## config.mk

```make
export PLATFORM = sky130hd
export DESIGN_NAME = rdma_req_queue
export DESIGN_NICKNAME = d
export VERILOG_FILES = /design/src/hdl/rdma_cmd_pkg.sv /design/src/hdl/rdma_req_queue.sv
export VERILOG_INCLUDE_DIRS = /design/src /design/src/include
export SDC_FILE = /design/constraint.sdc
export NUM_CORES = 2
export LEC_CHECK = 0
export BUFFER_PORTS_ARGS = -buffer_cell sky130_fd_sc_hd__buf_4
export CAP_MARGIN = 20
export CORE_MARGIN = 8
export CORE_UTILIZATION = 60
export DETAILED_ROUTE_END_ITERATION = 12
export PLACE_DENSITY = 0.78
export SLEW_MARGIN = 20
export SYNTH_ARGS = -nofsm -noshare
export SYNTH_HDL_FRONTEND = slang
export SYNTH_SLANG_ARGS = --single-unit
```

## constraint.sdc

```tcl
create_clock -name aclk -period 28.4 [get_ports aclk]
set_clock_uncertainty 0.15 [all_clocks]
set_input_delay 1.42 -clock aclk [delete_from_list [all_inputs] [get_ports aclk]]
set_output_delay 1.42 -clock aclk [all_outputs]
set_load 0.05 [all_outputs]
```

## src/include/rdma_defs.svh

```systemverilog
//////////////////////////////////////////////////////////////////////
// RDMA request path parameters
// Field widths, path MTU and queue depths shared by all blocks
//////////////////////////////////////////////////////////////////////

`ifndef RDMA_DEFS_SVH
`define RDMA_DEFS_SVH

// Field widths
`define RDMA_VADDR_BITS   48  // Virtual address
`define RDMA_LEN_BITS     32  // Byte length
`define RDMA_QPN_BITS     10  // Queue pair number
`define RDMA_PARAMS_BITS  64  // Opaque parameters

// Segmentation
`define RDMA_PMTU_BYTES   1024

// Buffering
`define RDMA_QUEUE_DEPTH  16  // Input and output request queues
`define RDMA_ORDER_DEPTH  4   // Parser route record

`endif

```

## src/hdl/rdma_cmd_pkg.sv

```systemverilog
//////////////////////////////////////////////////////////////////////
// RDMA application command types
// Opcodes, mode encoding and the command struct seen by the host
//////////////////////////////////////////////////////////////////////

`default_nettype none

`include "rdma_defs.svh"

package rdma_cmd_pkg;

  // Application opcodes, anything else is unknown
  typedef enum logic [4:0] {
    APP_READ  = 5'h00,
    APP_WRITE = 5'h01,
    APP_SEND  = 5'h02,
    APP_IMMED = 5'h03
  } app_opcode_t;

  // Mode bit
  localparam logic RDMA_MODE_PARSE = 1'b0;  // Opcode interpreted
  localparam logic RDMA_MODE_RAW   = 1'b1;  // Opcode passed as is

  // Command as issued by the application
  typedef struct packed {
    app_opcode_t                   opcode;
    logic [`RDMA_QPN_BITS-1:0]     qpn;
    logic                          mode;
    logic [`RDMA_VADDR_BITS-1:0]   lvaddr;  // Local buffer
    logic [`RDMA_VADDR_BITS-1:0]   rvaddr;  // Remote buffer
    logic [`RDMA_LEN_BITS-1:0]     len;     // Bytes
    logic [`RDMA_PARAMS_BITS-1:0]  params;
  } rdma_cmd_t;

endpackage

`default_nettype wire

```

## src/hdl/rdma_req_queue.sv

```systemverilog
//////////////////////////////////////////////////////////////////////
// Request queue
// Synchronous FIFO with valid/ready on both sides and a used count
//////////////////////////////////////////////////////////////////////

`timescale 1ns/10ps
`default_nettype none

`include "rdma_defs.svh"

module rdma_req_queue #(
  parameter type T = rdma_cmd_pkg::rdma_cmd_t
) (
  input  logic        aclk,
  input  logic        aresetn,

  input  logic        s_valid,
  output logic        s_ready,
  input  T            s_data,

  output logic        m_valid,
  input  logic        m_ready,
  output T            m_data,

  output logic [31:0] used
);

  localparam int DEPTH = `RDMA_QUEUE_DEPTH;
  localparam int AW    = (DEPTH > 1) ? $clog2(DEPTH) : 1;

  T                mem [DEPTH];  // Storage
  logic [AW-1:0]   wr_ptr;
  logic [AW-1:0]   rd_ptr;
  logic [AW:0]     count;        // Occupancy
  logic            wr_en;
  logic            rd_en;

  assign s_ready = (count != DEPTH[AW:0]);  // Full stalls the writer
  assign m_valid = (count != '0);
  assign m_data  = mem[rd_ptr];
  assign used    = 32'(count);

  assign wr_en = s_valid && s_ready;
  assign rd_en = m_valid && m_ready;

  // Pointers and count
  always_ff @(posedge aclk) begin
    if (!aresetn) begin
      wr_ptr <= '0;
      rd_ptr <= '0;
      count  <= '0;
    end else begin
      if (wr_en)
        wr_ptr <= (wr_ptr == AW'(DEPTH - 1)) ? '0 : wr_ptr + 1'b1;
      if (rd_en)
        rd_ptr <= (rd_ptr == AW'(DEPTH - 1)) ? '0 : rd_ptr + 1'b1;
      if (wr_en && !rd_en)
        count <= count + 1'b1;
      else if (rd_en && !wr_en)
        count <= count - 1'b1;
    end
  end

  // Payload, no reset
  always_ff @(posedge aclk) begin
    if (wr_en)
      mem[wr_ptr] <= s_data;
  end

  // A write never lands on an entry still waiting to be read
  a_no_write_full: assert property (@(posedge aclk) disable iff (!aresetn)
    wr_en && (count != '0) |-> (wr_ptr != rd_ptr));

endmodule

`default_nettype wire

```

==> results.md <==
* Routed WL at 298 mm
* WL/cell at 33.5 um
* Skew-Pair Late Insertion Delay at 930 ps
* CP delay by family, top: buffers and inverters
* Initial antenna violation count at 57
* Critical path fanouts, max at 49
* Final GP Congestion at 0.742
* Critical Path Source Type: register
* Clk sinks at 3345
* RSZ-0062 raised after global routing: no
* Port Buffers at 426
* Final ANT Viol Nets at 0
* Finished Core Util at 68.5%
* Resized cells post-CTS at 0
* DRC at 0
* Dpl hpwl at 142 mm
* Max_slew headroom at 14.3%
* Seq/Total Area, Yosys at 80.1%
* Min Tclk post-route at 7850 ps
* Ports at 454
* Initial core utilization at 60.4%
* Fmax at 0.127 GHz
* Die area at 0.223 mm2
* NumNets Final at 6021
* CTS Hold Buffers Added at 0
* Final Hold Viols at 0
* Required @ worst endpoint at 26830 ps
* Worst-margin pin slew at 1290 ps
* Max-cap violations at 0
* Seq cells post-synth at 3345
* CP endpoint kind: output port
* Chip height at 473 um
* Drt pass-1 iters at 5
* Die X-Extent at 473 um
* Synth Instances at 5220
* Routed vias at 59.2k
* P per Cell Area at 86.4 mW/mm2
* CTS tree: built
* CP bufs+invs at 5
* H-tree depth at 5
* CTS Buf Count at 337
* Initial drt markers at 7197
* Critical path class: register to output port
* First-pass GRT wire length at 427 mm
* Synth unique cells at 41
* Mapped cell area at 0.125 mm2
* TNS Setup at 0 ps
* Clock tree buffer depth at 4
* Outcome: finished clean
* Reg clk slew, reported paths at 60 ps
* Critical path arrival at 6280 ps
* Global route overflow at 0
* Clock root buffer: clkbuf_16
* Slowest-stage cell, CP: buf_4
* Critical Path Most Common Cell: buf_4
* Average cell area after synthesis at 24.0 um2
* Largest net degree at the start of global routing at 154
* Yosys warns at 0
* Maximum VDD drop at 98.4 uV
* CP Cell Sequence: buf_4 -> buf_4 -> buf_4 -> buf_4 -> mux4_2 -> a22oi_1 -> nand2_1 -> buf_4
* Rows at 167
* Floorplan core area at 0.207 mm2
* Area grow syn2layout at 13.4%
* Max stage delay on crit path at 880 ps
* Vias in the first global route at 61.9k
* Endpoints failing setup at 0
* Worst min-delay path class: register to register
* Routed vias/inst at 6.67
* Proportion of layout cells with a drive suffix above 1 at 30.6%
* Final period util at 27.7%
* Final Power at 12.3 mW
* Count of final max-slew check failures at 0
* Total global-route track usage at 26.3%
* Lkg Pwr at 44.3 nW
* Postcts setup bufs at 0
## cells in the final DEF (no fill, tap or decap), types with 4 or more instances in the layout
master,count
a22oi_1,288
and2_1,4
buf_12,21
buf_4,504
bufinv_16,27
clkbuf_1,55
clkbuf_16,342
clkinv_1,72
clkinv_2,67
clkinvlp_4,10
conb_1,27
dfxtp_1,14
diode_2,45
edfxtp_1,3328
ha_1,9
inv_1,4
inv_6,6
mux2i_1,5
mux4_2,832
nand2_1,158
nand2b_2,4
nand3_1,4
nor2_1,65
nor2_4,14
nor2b_1,4
nor2b_4,4
nor3_2,4
o22ai_1,128
xnor2_1,4
## routing by layer
layer / part of all wire [%] / GRT usage [%] / vias to the layer above
met5: 0.082 / 0 / -
met4: 3.5 / 9.65 / 38
met3: 11 / 7.30 / 571
met2: 49 / 42.3 / 3689
met1: 36 / 35.3 / 31200
li1: - / - / 23600
## synthesized netlist by cell type (all sizes together)
cell,number,area share (%)
a22oi,288,1.7
a211oi,1,0.0060
nand4b,1,0.0070
o211ai,2,0.016
buf,182,0.97
a311o,1,0.0080
a31o,1,0.0070
o22ai,128,0.64
nand2,159,0.48
nor2b,8,0.040
o32ai,1,0.0070
a31oi,3,0.015
or4b,1,0.0080
clkbuf,129,0.39
edfxtp,3328,80
nor2,79,0.24
or2,2,0.010
a21o,2,0.012
or4,1,0.0060
xnor2,4,0.028
a21oi,3,0.012
a21boi,2,0.012
nand3,4,0.016
conb,1,0.0030
mux2i,5,0.040
fa,1,0.016
dfxtp,17,0.27
mux4,832,15
inv,4,0.012
nor3,5,0.020
and2,6,0.030
nand2b,7,0.035
ha,9,0.090
nor4,1,0.0050
o21ai,2,0.011
## logic make-up after synthesis
logic type	count (synthesis)	synth area share [%]
flip-flops	3345	80.1
multiplexers	837	15.0
AO/OA/AOI/OAI	434	2.47
buffers and inverters	315	1.36
AND/OR/NAND/NOR	274	0.891
adder cells (fa/ha/maj)	10	0.106
XOR/XNOR	4	0.0280
other	1	0.00300
## power by group
| group | internal, mW | switching (mW) |
|---|---|---|
| Combinational | 0.938 | 1.47 |
| Clock | 2.44 | 1.79 |
| Sequential | 5.57 | 0.0553 |
| Total | 8.95 | 3.31 |
## per-stage QoR
step                      cell area, um2  hold WS, ps  setup WS (ps)  cells
after floorplan                   125000          322          11140   5246
after global placement            131000          346          21370   8248
after detailed placement          131000          354          21290   8248
after CTS                         142000          371          20220   8832
after global routing              142000          391          19910   8856
final                             142000          380          20550   8877
## sequential cells by signal, summed over array words and instances, names as in the netlist, named ones only
register	cells
rd_ptr	4
count	5
mem	3328
wr_ptr	4
## worst reg2reg max path: stages, from the launching register on
cell	delay, ps
dfxtp_1	480
nor4_1	150
a21boi_1	610
nand2_1	400
nor2_4	150
buf_4	700
buf_4	900
buf_4	800
buf_4	740
## layout make-up
class	count	area, um2
Tap cell	2788	3490
Clock buffer	397	8760
Fill cell	11900	65400
Antenna cell	45	113
Multi-Input combinational cell	1586	23400
Inverter	4	15.0
Clock inverter	187	1610
Sequential cell	3345	100000
Timing Repair Buffer	525	4200
## final timing paths
check / from / to / slack [ps] / cells past startpoint
hold reg to reg: rd_ptr[3] / rd_ptr[3] / 380 / 2
hold / removal: rd_ptr[3] / rd_ptr[3] / 380 / 2
setup / recovery: register / m_data[165] / 20550 / 8
setup reg to reg: count[0] / mem[13][96] / 22940 / 8
Note: power is estimated with default switching activity, not from simulation.
