[config.mk]
export PLATFORM = sky130hd
export DESIGN_NAME = rdma_req_parser
export DESIGN_NICKNAME = d
export VERILOG_FILES = /design/src/hdl/rdma_cmd_pkg.sv /design/src/hdl/rdma_pkt_pkg.sv /design/src/hdl/rdma_req_parser.sv
export VERILOG_INCLUDE_DIRS = /design/src /design/src/include
export SDC_FILE = /design/constraint.sdc
export NUM_CORES = 1
export LEC_CHECK = 0
export BUFFER_PORTS_ARGS = -buffer_cell sky130_fd_sc_hd__buf_2
export CAP_MARGIN = 20
export CORE_AREA = 8 8 482 484
export CTS_CLUSTER_SIZE = 24
export DETAILED_ROUTE_END_ITERATION = 12
export DIE_AREA = 0 0 490 492
export SYNTH_ARGS = -nofsm -noshare
export SYNTH_HDL_FRONTEND = slang
export SYNTH_SLANG_ARGS = --single-unit
[constraint.sdc]
create_clock -name aclk -period 3.03 [get_ports aclk]
set_clock_uncertainty 0.05 [all_clocks]
set_input_delay 0.909 -clock aclk [delete_from_list [all_inputs] [get_ports aclk]]
set_output_delay 0.909 -clock aclk [all_outputs]
set_load 0.01 [all_outputs]
[src/include/rdma_defs.svh]
//////////////////////////////////////////////////////////////////////
// RDMA request path parameters
// Field widths, path MTU and queue depths shared by all blocks
//////////////////////////////////////////////////////////////////////

`ifndef RDMA_DEFS_SVH
`define RDMA_DEFS_SVH

// Field widths
`define RDMA_VADDR_BITS   48  // Virtual address
`define RDMA_LEN_BITS     32  // Byte length
`define RDMA_QPN_BITS     10  // Queue pair number
`define RDMA_PARAMS_BITS  64  // Opaque parameters

// Segmentation
`define RDMA_PMTU_BYTES   1024

// Buffering
`define RDMA_QUEUE_DEPTH  16  // Input and output request queues
`define RDMA_ORDER_DEPTH  4   // Parser route record

`endif

[src/hdl/rdma_cmd_pkg.sv]
//////////////////////////////////////////////////////////////////////
// RDMA application command types
// Opcodes, mode encoding and the command struct seen by the host
//////////////////////////////////////////////////////////////////////

`default_nettype none

`include "rdma_defs.svh"

package rdma_cmd_pkg;

  // Application opcodes, anything else is unknown
  typedef enum logic [4:0] {
    APP_READ  = 5'h00,
    APP_WRITE = 5'h01,
    APP_SEND  = 5'h02,
    APP_IMMED = 5'h03
  } app_opcode_t;

  // Mode bit
  localparam logic RDMA_MODE_PARSE = 1'b0;  // Opcode interpreted
  localparam logic RDMA_MODE_RAW   = 1'b1;  // Opcode passed as is

  // Command as issued by the application
  typedef struct packed {
    app_opcode_t                   opcode;
    logic [`RDMA_QPN_BITS-1:0]     qpn;
    logic                          mode;
    logic [`RDMA_VADDR_BITS-1:0]   lvaddr;  // Local buffer
    logic [`RDMA_VADDR_BITS-1:0]   rvaddr;  // Remote buffer
    logic [`RDMA_LEN_BITS-1:0]     len;     // Bytes
    logic [`RDMA_PARAMS_BITS-1:0]  params;
  } rdma_cmd_t;

endpackage

`default_nettype wire

[src/hdl/rdma_pkt_pkg.sv]
//////////////////////////////////////////////////////////////////////
// RDMA wire side packet request types
// Reliable connection opcodes and the per packet request struct
//////////////////////////////////////////////////////////////////////

`default_nettype none

`include "rdma_defs.svh"

package rdma_pkt_pkg;

  // RC opcodes as on the wire
  typedef enum logic [4:0] {
    RC_SEND_ONLY          = 5'h04,
    RC_RDMA_WRITE_FIRST   = 5'h06,
    RC_RDMA_WRITE_MIDDLE  = 5'h07,
    RC_RDMA_WRITE_LAST    = 5'h08,
    RC_RDMA_WRITE_ONLY    = 5'h0A,
    RC_RDMA_READ_REQUEST  = 5'h0C
  } rc_opcode_t;

  // One packet request towards the packet builder
  typedef struct packed {
    rc_opcode_t                    opcode;  // Raw opcode in raw mode
    logic [`RDMA_QPN_BITS-1:0]     qpn;
    logic                          host;    // Payload from host memory
    logic                          mode;
    logic [`RDMA_VADDR_BITS-1:0]   lvaddr;
    logic [`RDMA_VADDR_BITS-1:0]   rvaddr;
    logic [`RDMA_LEN_BITS-1:0]     len;
    logic [`RDMA_PARAMS_BITS-1:0]  params;
  } rdma_pkt_req_t;

endpackage

`default_nettype wire

[src/hdl/rdma_req_parser.sv]
//////////////////////////////////////////////////////////////////////
// RDMA request parser
// Steers commands to the two engines and merges their packets back
// into command order through a small route record
//////////////////////////////////////////////////////////////////////

`timescale 1ns/10ps
`default_nettype none

`include "rdma_defs.svh"

module rdma_req_parser (
  input  logic                         aclk,
  input  logic                         aresetn,
  // Commands in
  input  logic                         s_valid,
  output logic                         s_ready,
  input  rdma_cmd_pkg::rdma_cmd_t      s_cmd,
  // To engines
  output logic                         wr_valid,
  input  logic                         wr_ready,
  output rdma_cmd_pkg::rdma_cmd_t      wr_cmd,
  output logic                         one_valid,
  input  logic                         one_ready,
  output rdma_cmd_pkg::rdma_cmd_t      one_cmd,
  // From engines
  input  logic                         wr_pkt_valid,
  output logic                         wr_pkt_ready,
  input  rdma_pkt_pkg::rdma_pkt_req_t  wr_pkt,
  input  logic                         one_pkt_valid,
  output logic                         one_pkt_ready,
  input  rdma_pkt_pkg::rdma_pkt_req_t  one_pkt,
  // Merged packets out
  output logic                         m_valid,
  input  logic                         m_ready,
  output rdma_pkt_pkg::rdma_pkt_req_t  m_pkt
);

  import rdma_cmd_pkg::*;
  import rdma_pkt_pkg::*;

  localparam int DEPTH = `RDMA_ORDER_DEPTH;
  localparam int AW    = (DEPTH > 1) ? $clog2(DEPTH) : 1;

  logic             is_wr, is_one, is_drop;
  logic [DEPTH-1:0] route_q;          // 1 = segmenter
  logic [AW-1:0]    ord_wr_ptr, ord_rd_ptr;
  logic [AW:0]      ord_cnt;
  logic             ord_full, ord_empty;
  logic             head_wr;
  logic             push, pop;

  //////////////////////////////////////////////////////////////////////
  // Steering
  //////////////////////////////////////////////////////////////////////
  assign is_wr   = (s_cmd.mode == RDMA_MODE_PARSE) && (s_cmd.opcode == APP_WRITE);
  assign is_one  = (s_cmd.mode == RDMA_MODE_RAW) ||
                   (s_cmd.opcode inside {APP_READ, APP_SEND, APP_IMMED});
  assign is_drop = !is_wr && !is_one;  // Unknown parse opcode

  assign wr_valid  = s_valid && is_wr && !ord_full;
  assign one_valid = s_valid && is_one && !ord_full;
  assign wr_cmd    = s_cmd;
  assign one_cmd   = s_cmd;

  assign s_ready = is_drop || (!ord_full && (is_wr ? wr_ready : one_ready));
  assign push    = s_valid && s_ready && !is_drop;

  //////////////////////////////////////////////////////////////////////
  // Merge, head of the record picks the engine
  //////////////////////////////////////////////////////////////////////
  assign head_wr       = route_q[ord_rd_ptr];
  assign m_valid       = !ord_empty && (head_wr ? wr_pkt_valid : one_pkt_valid);
  assign m_pkt         = head_wr ? wr_pkt : one_pkt;
  assign wr_pkt_ready  = !ord_empty && head_wr && m_ready;
  assign one_pkt_ready = !ord_empty && !head_wr && m_ready;

  // Segmenter command ends on LAST or ONLY, former on every packet
  assign pop = m_valid && m_ready &&
               (!head_wr || (m_pkt.opcode inside {RC_RDMA_WRITE_LAST, RC_RDMA_WRITE_ONLY}));

  // Route record
  assign ord_full  = (ord_cnt == DEPTH[AW:0]);
  assign ord_empty = (ord_cnt == '0);

  always_ff @(posedge aclk) begin
    if (!aresetn) begin
      ord_wr_ptr <= '0;
      ord_rd_ptr <= '0;
      ord_cnt    <= '0;
    end else begin
      if (push)
        ord_wr_ptr <= (ord_wr_ptr == AW'(DEPTH - 1)) ? '0 : ord_wr_ptr + 1'b1;
      if (pop)
        ord_rd_ptr <= (ord_rd_ptr == AW'(DEPTH - 1)) ? '0 : ord_rd_ptr + 1'b1;
      if (push && !pop)
        ord_cnt <= ord_cnt + 1'b1;
      else if (pop && !push)
        ord_cnt <= ord_cnt - 1'b1;
    end
  end

  always_ff @(posedge aclk) begin
    if (push)
      route_q[ord_wr_ptr] <= is_wr;
  end

  // Record pointers meet only when empty or full
  a_no_push_full: assert property (@(posedge aclk) disable iff (!aresetn)
    push && !ord_empty |-> (ord_wr_ptr != ord_rd_ptr));
  a_no_pop_empty: assert property (@(posedge aclk) disable iff (!aresetn)
    pop |-> ord_full || (ord_wr_ptr != ord_rd_ptr));

endmodule

`default_nettype wire

==> metrics.md, run 1 <==
| Metric | Value |
|---|---|
| GRT Total Usage | `14.4%` |
| PortBufs | `658` |
| Syn Area/Cell | `9.76 um^2` |
| RSZ-0062 raised after global routing | `true` |
| Initial Utilization | `3.15%` |
| Total power draw | `0.00224 W` |
| Finish-stage setup viols | `between 200 and 250` |
| Gate power share | `approximately four fifths` |
| Synth Instances | `723` |
| Critical Path RT | `2.07 ns` |
| CTS tree | `built` |
| WL final | `183,000 um` |
| Peak supply drop | `0.354 mV` |
| First-pass GRT wire length | `199,000 um` |
| Syn nets | `1,364` |
| Final nets | `1,627` |
| Int Pwr | `0.00122 W` |
| # rows | `174` |
| Ys Warns | `0` |
| Die height | `between 400 and 500 um` |
| Number of synthesized register bits | `11` |
| Psw | `0.00101 W` |
| PwrDens | `approximately 190 nW/um^2` |
| Sw Ratio | `45.4%` |
| Sequential share of power | `7.7%` |
| Die area | `approximately 240,000 um^2` |
| Worst rel slew slack | `75.8%` |
| Crit end category | `output port` |
| Final WS setup | `-0.260 ns` |
| Gr ovfl total | `0` |
| Hold Fails Final Rpt | `0` |
| Setup CP Type | `reg2out` |
| Pin count of the biggest net entering global routing | `27` |
| Distinct cells, synth | `36` |
| Post-DR wirelength/cell | `45.5 um` |
| ANT nets after route | `0` |
| Worst-margin pin slew | `0.358 ns` |
| Router iterations before antenna repair | `5` |
| Clock power frac | `a little over a tenth` |
| Routed vias/inst | `~1.9` |
| Synth-to-Final Area Change | `68.2%` |
| Most frequent cells in the layout | `606 x buf_2, 169 x mux2_4, 61 x buf_4` |
| Starting DRT DRC Count | `474` |
| Cell Area, Placed | `around 11,000 um^2` |
| CTS H-Tree Depth | `1` |
| Share of the synthesized area in the top cell type | `between 40% and 50%` |
| CTS sink count | `11` |
| Clock edge transition at the registers on the reported setup and hold paths | `0.04 ns` |
| Final Cycle Share | `109%` |
| Core Area | `224,000 um^2` |
| Ranking of synthesized cells by area | `buf_4 44%, mux2_4 36%, mux2_2 6.7%` |
| Clk buf depth | `2` |
| CP Launch Type | `register` |
| Max Cap Viol | `0` |
| Status | `finished with violations` |
| Design area | `about 12,000 um^2` |
| Slew Limit Fails | `0` |
| Detailed-route via count | `about 7,700` |
| CTS Hold Buffers Added | `0` |
| Final worst path period need | `3.29 ns` |
| CTS buffer count | `3` |
| R2R setup slack | `0.14 ns` |
| Min-delay worst type | `reg2reg` |
| Maximum net fanout on the critical path | `26` |
| Violations in the final reports | `setup timing` |
| Most common cell after layout, fill and taps aside | `buf_2` |
| HPWL Detailed | `approximately 180,000 um` |
| Sequential share of the synthesized area | `3.69%` |
| Synthesized area | `7050 um^2` |
| Clock Latency Late Sink | `0.25 ns` |
| Clock Root Buffer | `clkbuf_16` |
| Die X-Extent | `between 400 and 500 um` |
| Boundary Pins | `1,265` |
| RePlAce Congestion | `0.880` |
| P_leak | `4.80 nW` |
| Max Fclk | `304 MHz` |
| TNS Setup | `-37.68 ns` |
| DRC viols | `0` |
| Crit path DAT | `around 2.3 ns` |
| Initial antenna violation count | `300` |
| Dominant cell type by area after synthesis | `buf_4` |
| Layout cells sized above 1 | `approximately 94%` |
| Setup WS pre-CTS | `-0.0423 ns` |
| Vias in the first global route | `6,736` |
## timing repair
item | 4_1_cts | 5_1_grt
gates resized for setup | 51 | 12
gates cloned | 5 | 4
endpoints found under the hold margin | 0 | 0
setup buffers | 2 | 1
endpoints found under the setup margin | 211 | 213
pin swaps | 1 | 0
## area by class of cell
type	count	area [um^2]
flip-flops and latches	11	262
repair buffers	699	4200
inverters	5	18.8
multi-input cells	266	3430
fillers	26500	212000
diodes	53	133
clock buffers	4	78.8
well taps	2992	3740
## power groups by stage
| stage | Combinational [W] | Sequential [W] | Clock [W] |
|---|---|---|---|
| 6_report | 0.00182 | 0.000173 | 0.000244 |
| 5_1_grt | 0.00193 | 0.000174 | 0.000262 |
| 4_1_cts | 0.00192 | 0.000172 | 0.000251 |
| 3_5_place_dp | 0.00184 | 0.000175 | 0 |
| 3_3_place_gp | 0.00183 | 0.000175 | 0 |
| 2_1_floorplan | 0.00124 | 0.000173 | 0 |
## cell usage after synthesis (all sizes together)
| master | number |
|---|---|
| a21bo | 1 |
| a21boi | 1 |
| a21oi | 3 |
| a22oi | 1 |
| and2 | 6 |
| and3 | 1 |
| and3b | 1 |
| buf | 440 |
| clkbuf | 1 |
| dfxtp | 7 |
| edfxtp | 4 |
| fa | 1 |
| ha | 6 |
| inv | 5 |
| mux2 | 209 |
| mux2i | 5 |
| mux4 | 1 |
| nand2 | 9 |
| nand2b | 2 |
| nand3 | 2 |
| nor2 | 4 |
| nor2b | 1 |
| nor3 | 2 |
| nor3b | 1 |
| nor4b | 1 |
| o211ai | 1 |
| o21ai | 2 |
| or2 | 1 |
| or3 | 1 |
| or3b | 1 |
| xnor2 | 1 |
| xor2 | 1 |
## sequential cells by signal, summed over array words and instances (netlist names)
signal      count
ord_cnt         3
ord_wr_ptr      2
ord_rd_ptr      2
route_q         4
## final timing paths
check                                    end                        from  cells past startpoint
setup / recovery                  m_pkt[171]        route_q[3]$_DFFE_PP_                      5
hold / removal    ord_rd_ptr[1]$_SDFFE_PN0P_  ord_rd_ptr[1]$_SDFFE_PN0P_                      2
setup reg to reg     ord_cnt[2]$_SDFFE_PN0P_        route_q[3]$_DFFE_PP_                     11
hold reg to reg   ord_rd_ptr[1]$_SDFFE_PN0P_  ord_rd_ptr[1]$_SDFFE_PN0P_                      2
## cell families after synthesis
kind of cell	Yosys count	synth area share (%)
and+or+nand+nor	33	2.52
DFF	11	3.69
xor gates and xnor gates	2	0.248
muxes	215	43.3
adders and majority gates	7	1.35
AOI/OAI and AO/OA	9	0.923
buffers and inverters	446	48.0
## per-layer routing
layer	vias up	GRT usage, %	routed length, um
met1	2996	10.0	42500
met2	1397	22.4	78300
li1	2583	-	-
met4	148	3.26	6270
met3	575	20.1	55100
met5	-	0	1020
## worst max-delay path, cell delays in order (launching register included)
cell	delay, ns
edfxtp_1	0.36
mux4_4	0.64
buf_12	0.20
buf_16	0.26
mux2_4	0.33
buf_2	0.17
## metrics by stage
stage               utilization [%]  std cells  hold WS, ns
floorplan                         -        723        0.407
finish                         5.29       4030        0.444
detailed placement             5.01       3962        0.433
CTS                            5.18       3973        0.445
global route                   5.26       4000        0.473
global placement               5.01       3962        0.429
Power figures use the tool's default switching activity.
==> run 2: changes to the inputs <==
==> constraint.sdc (replaced) <==
create_clock -name aclk -period 3.03 [get_ports aclk]
set_clock_uncertainty 0.05 [all_clocks]
set_input_delay 0.4545 -clock aclk [delete_from_list [all_inputs] [get_ports aclk]]
set_output_delay 0.4545 -clock aclk [all_outputs]
set_load 0.01 [all_outputs]
==> run 2 against run 1 <==
  * Critical path type unchanged
  * Utilization fell by 0.30 points
  * Worst hold slack improved by 0.0030 ns
  * The flow now finishes without violations
  * Sequential cell count stayed put
==> metrics.md, run 2 (same netlist as run 1, synthesis figures left out) <==
| Metric | Value |
|---|---|
| Status | `complete, no violations` |
| Routed vias/inst | `1.90 (-0.77%)` |
| Vias in the first global route | `6,630 (-1.6%)` |
| Hold WS | `0.447 ns (+0.00303 ns)` |
| Post-DR wirelength/cell | `45.6 um (+0.35%)` |
| Finish-stage setup viols | `0 (-100%)` |
| P_leak | `4.48 nW (-6.7%)` |
| Final Non-Filler Cells | `4,009 (-0.52%)` |
| Critical Path RT | `2.53 ns (+0.46 ns)` |
| CTS Hold Buffers Added | `0 (unchanged)` |
| # rows | `174 (unchanged)` |
| RePlAce Congestion | `0.895 (+1.6%)` |
| Initial Utilization | `3.15% (unchanged)` |
| Clk buf depth | `2 (unchanged)` |
| PortBufs | `658 (unchanged)` |
| WL final | `183,000 um (-0.17%)` |
| GRT Total Usage | `14.4% (-0.032 points)` |
| DRC viols | `0 (unchanged)` |
| ANT nets after route | `0 (unchanged)` |
| Hold path start | `ord_wr_ptr[1]$_SDFFE_PN0P_` |
| Core Area | `224,000 um^2 (unchanged)` |
| Clock Root Buffer | `clkbuf_16` |
| Hold Fails Final Rpt | `0 (unchanged)` |
| Max Fclk | `330 MHz (+8.6%)` |
| Reg2reg start | `ord_rd_ptr[0]$_SDFFE_PN0P_` |
| Router iterations before antenna repair | `5 (unchanged)` |
| Post-layout util | `5.00% (-0.30 points)` |
| Starting DRT DRC Count | `550 (+16%)` |
| Final Cycle Share | `100% (-8.6 points)` |
| Min-delay worst type | `reg2reg` |
| Crit end category | `output port` |
| Die height | `492 um (unchanged)` |
| Layout cells sized above 1 | `92.9% (-0.63 points)` |
| Synth-to-Final Area Change | `58.8%` |
| Slew Limit Fails | `0 (unchanged)` |
| Layout fillers | `26,600 (+0.15%)` |
| Max Cap Viol | `0 (unchanged)` |
| CTS resizes | `0 (-100%)` |
| Clock Latency Late Sink | `0.24 ns (about the same)` |
| First-pass GRT wire length | `199,000 um (about the same)` |
| Final worst path period need | `3.03 ns (-0.261 ns)` |
| Max reg flops | `4 (unchanged)` |
| Final nets | `1,596 (-1.9%)` |
| Worst-margin pin slew | `0.798 ns (+0.440 ns)` |
| PwrDens | `185 nW/um^2 (-2.0%)` |
| Design area | `11,200 um^2 (-5.6%)` |
| Worst rel slew slack | `46.8% (-29 points)` |
| Biggest register | `route_q` |
| Most common cell after layout, fill and taps aside | `buf_2` |
| Crit path DAT | `2.52 ns (+0.19 ns)` |
| Boundary Pins | `1,265 (unchanged)` |
| Setup CP Type | `reg2out` |
| Critical Path Start | `ord_rd_ptr[0]$_SDFFE_PN0P_` |
| Maximum net fanout on the critical path | `76 (+190%)` |
| Biggest regs | `route_q: 4 flops, ord_cnt: 3 flops` |
| CTS tree | `built` |
| Die X-Extent | `490 um (unchanged)` |
| Clock edge transition at the registers on the reported setup and hold paths | `0.04 ns (about the same)` |
| Cell Area, Placed | `11,000 um^2 (-2.3%)` |
| HPWL Detailed | `179,000 um (+0.37%)` |
| CP Launch Type | `register` |
| Placed cells | `3,942 (-0.50%)` |
| Die area | `241,000 um^2 (unchanged)` |
| # Post-CTS Setup Buffers | `0 (-2)` |
| Pin count of the biggest net entering global routing | `84 (+210%)` |
| RSZ-0062 raised after global routing | `true` |
| CTS H-Tree Depth | `1 (unchanged)` |
| Initial antenna violation count | `299 (-0.33%)` |
| Gr ovfl total | `0 (unchanged)` |
| Peak supply drop | `0.0940 mV (-73%)` |
| CTS buffer count | `3 (unchanged)` |
| Most frequent cells in the layout | `649 x buf_2, 167 x mux2_4, 42 x mux2_2` |
| CTS sink count | `11 (unchanged)` |
| Detailed-route via count | `7,600 (-1.3%)` |
## run 2: cell types whose count changed in the layout (fill, tap and decap cells not counted), sizes merged
cell    change
diode      +10
buf        -25
clkbuf      -5
bufbuf      -1
## run 2: area by class of cell
class | count | area, um^2 | area share [%]
clock buffers | 4 | 78.8 | 0.704
diodes | 63 | 158 | 1.41
multi-input cells | 266 | 3410 | 30.5
inverters | 5 | 18.8 | 0.168
well taps | 2992 | 3740 | 33.4
repair buffers | 668 | 3530 | 31.5
flip-flops and latches | 11 | 260 | 2.32
## run 2: path summary, 6_finish.rpt
check / end / slack (ns) / cells after the start
worst max-delay path: m_pkt[171] / 0.001 / 4
worst min-delay path: ord_wr_ptr[1]$_SDFFE_PN0P_ / 0.45 / 2
worst max register to register: ord_cnt[2]$_SDFFE_PN0P_ / 0.17 / 10
worst min register to register: ord_wr_ptr[1]$_SDFFE_PN0P_ / 0.45 / 2
## run 2: per-stage QoR
step,power (W),TNS [ns],setup WS (ns)
4_1_cts,0.00219,0,0.0368
5_1_grt,0.00219,-0.00122,-0.00122
3_5_place_dp,0.00194,-0.0278,-0.0278
2_1_floorplan,0.00141,0,0.368
6_report,0.00207,0,0.00103
3_3_place_gp,0.00194,-0.175,-0.175
## run 2: critical path, cell delays in order, from the launching register on
cell and delay, ns:
dfxtp_1 0.39, mux4_4 0.77, buf_12 0.22, mux2_4 0.46, buf_2 0.18
## run 2: report_power, final
group | switching, W | internal (W)
Clock | 0.0000594 | 0.000176
Sequential | 0.0000112 | 0.000163
Combinational | 0.000895 | 0.000764
Total | 0.000966 | 0.00110
## run 2: layer usage
metal	share of wire (%)	vias up	track usage (%)	routed length [um]
met5	0.69	-	0	1270
met3	31	600	20.7	56100
met1	22	2908	9.40	40400
met4	3.9	186	3.38	7160
met2	43	1387	22.5	78000
li1	-	2519	-	-
==> run 3: changes to the inputs <==
==> constraint.sdc (replaced) <==
create_clock -name aclk -period 3.03 [get_ports aclk]
set_clock_uncertainty 0.05 [all_clocks]
set_input_delay 0.606 -clock aclk [delete_from_list [all_inputs] [get_ports aclk]]
set_output_delay 0.606 -clock aclk [all_outputs]
set_load 0.01 [all_outputs]
==> run 3 against run 2 <==
  * Worst setup slack improved by 0.030 ns
  * Maximum frequency grew 1.0%
  * Cell area increased by 2.5%
  * Final cell count increased by 0.42%
  * Non-clock buffer count up 13
  * Die area is the same
  * Global-route usage rose by 0.085 points
  * Sequential cell count unchanged
  * Wire length is 1.2% higher
  * Largest cell class is now non-clock buffers
  * Largest power group unchanged
==> metrics.md, run 3 (same netlist as run 1, synthesis figures left out) <==
| Metric | Value |
|---|---|
| Status | `complete, no violations` |
| WL final | `185,000 um (+1.2%)` |
| Worst hold path stage count | `2 (unchanged)` |
| Crit end category | `output port` |
| Max Fclk | `333 MHz (+1.0%)` |
| # rows | `174 (unchanged)` |
| DRC viols | `0 (unchanged)` |
| Clock Latency Late Sink | `0.24 ns (about the same)` |
| Core Area | `224,000 um^2 (unchanged)` |
| CTS sink count | `11 (unchanged)` |
| Hold WS | `0.435 ns (-0.0120 ns)` |
| CTS Hold Buffers Added | `0 (unchanged)` |
| PwrDens | `187 nW/um^2 (+1.0%)` |
| Max reg flops | `4 (unchanged)` |
| Crit path DAT | `2.34 ns (-0.18 ns)` |
| Final nets | `1,609 (+0.81%)` |
| Die area | `241,000 um^2 (unchanged)` |
| Final Cycle Share | `99.0% (-1.0 points)` |
| Starting DRT DRC Count | `532 (-3.3%)` |
| Initial Utilization | `3.15% (unchanged)` |
| Hold Fails Final Rpt | `0 (unchanged)` |
| CTS H-Tree Depth | `1 (unchanged)` |
| Maximum net fanout on the critical path | `30 (-61%)` |
| RePlAce Congestion | `0.942 (+5.2%)` |
| Max Cap Viol | `0 (unchanged)` |
| Final worst path period need | `3.00 ns (-0.0304 ns)` |
| Critical Path RT | `2.37 ns (-0.16 ns)` |
| Boundary Pins | `1,265 (unchanged)` |
| CTS buffer count | `3 (unchanged)` |
| Worst rel slew slack | `71.7% (+25 points)` |
| Peak supply drop | `0.128 mV (+37%)` |
| Layout cells sized above 1 | `93.2% (+0.30 points)` |
| Worst-margin pin slew | `0.419 ns (-0.379 ns)` |
| CTS tree | `built` |
| GRT Total Usage | `14.4% (+0.085 points)` |
| Placed cells | `3,946 (+0.10%)` |
| Pin count of the biggest net entering global routing | `80 (-4.8%)` |
| Initial antenna violation count | `307 (+2.7%)` |
| Clock edge transition at the registers on the reported setup and hold paths | `0.04 ns (about the same)` |
| Synth-to-Final Area Change | `62.7%` |
| Detailed-route via count | `7,680 (+1.1%)` |
| Cell Area, Placed | `11,000 um^2 (+0.50%)` |
| R2R depth | `11 (+1)` |
| Router iterations before antenna repair | `5 (unchanged)` |
| Biggest register | `route_q` |
| Setup CP Type | `reg2out` |
| Vias in the first global route | `6,688 (+0.87%)` |
| Most frequent cells in the layout | `638 x buf_2, 167 x mux2_4, 42 x mux2_2` |
| P_leak | `4.60 nW (+2.8%)` |
| Clock Root Buffer | `clkbuf_16` |
| Post-DR wirelength/cell | `46.0 um (+0.75%)` |
| HPWL Detailed | `179,000 um (+0.44%)` |
| Slew Limit Fails | `0 (unchanged)` |
| Most common cell after layout, fill and taps aside | `buf_2` |
| Routed vias/inst | `1.91 (+0.63%)` |
| ANT nets after route | `0 (unchanged)` |
| Clk buf depth | `2 (unchanged)` |
| Die X-Extent | `490 um (unchanged)` |
| Biggest regs | `route_q: 4 flops, ord_cnt: 3 flops` |
| Finish-stage setup viols | `0 (unchanged)` |
| Final Non-Filler Cells | `4,026 (+0.42%)` |
| Final WS setup | `0.0314 ns (+0.0304 ns)` |
| First-pass GRT wire length | `200,000 um (+0.46%)` |
| Setup WS pre-CTS | `-0.142 ns (-0.114 ns)` |
| Design area | `11,500 um^2 (+2.5%)` |
| PortBufs | `658 (unchanged)` |
| Post-layout util | `5.12% (+0.12 points)` |
| CP Launch Type | `register` |
| Min-delay worst type | `reg2reg` |
| Gr ovfl total | `0 (unchanged)` |
| Die height | `492 um (unchanged)` |
-- run 3: cell types whose count changed in the layout (fill, tap and decap cells not counted) --
cell | before | now
diode_2 | 63 | 67
buf_2 | 649 | 638
buf_16 | 0 | 5
dfxtp_1 | 7 | 6
buf_12 | 11 | 9
buf_4 | 8 | 24
nor3_2 | 0 | 1
nor3_1 | 2 | 1
dfxtp_4 | 0 | 1
clkbuf_16 | 3 | 6
buf_6 | 0 | 2
-- run 3: critical path, cell delays in order, from the launching register on --
cell	delay, ns
dfxtp_4	0.35
mux4_4	0.68
buf_16	0.22
buf_16	0.20
mux2_4	0.38
buf_2	0.16
-- run 3: worst paths after layout --
path | startpoint | to | slack, ns
max reg2reg | ord_rd_ptr[0]$_SDFFE_PN0P_ | ord_cnt[2]$_SDFFE_PN0P_ | 0.15
max | ord_rd_ptr[0]$_SDFFE_PN0P_ | m_pkt[44] | 0.03
min reg2reg | ord_rd_ptr[1]$_SDFFE_PN0P_ | ord_rd_ptr[1]$_SDFFE_PN0P_ | 0.44
min | ord_rd_ptr[1]$_SDFFE_PN0P_ | ord_rd_ptr[1]$_SDFFE_PN0P_ | 0.44
-- run 3: what timing repair did --
item	in CTS	in global routing
resized for setup	13	6
setup buffers	1	2
hold endpoints to repair	0	0
gates cloned	1	5
endpoints found under the setup margin	147	145
-- run 3: cell type report --
type | count | area [um^2]
Fill cell | 26500 | 213000
Inverter | 5 | 18.8
Sequential cell | 11 | 264
Tap cell | 2992 | 3740
Antenna cell | 67 | 168
Timing Repair Buffer | 681 | 3790
Multi-Input combinational cell | 266 | 3420
Clock buffer | 4 | 78.8
-- run 3: report_power, final --
part	internal [W]	total, W	leakage, nW	switching [W]
Clock	0.000177	0.000241	0.0386	0.0000644
Sequential	0.000162	0.000173	0.0973	0.0000106
Combinational	0.000804	0.00173	4.47	0.000925
-- run 3: per-layer routing --
metal  track usage (%)  vias to the layer above  routed length [um]
li1                  -                     2564                   -
met1              9.65                     2994               41700
met2              22.7                     1397               79800
met3              20.6                      571               56200
met4              3.12                      154                6260
met5                 0                        -                 995
-- run 3: stage by stage --
stage	TNS (ns)	total power, W
CTS	-4.15	0.00223
floorplan	0	0.00141
finish	0	0.00214
global placement	-0.185	0.00196
detailed placement	-0.142	0.00196
global route	-0.00279	0.00225
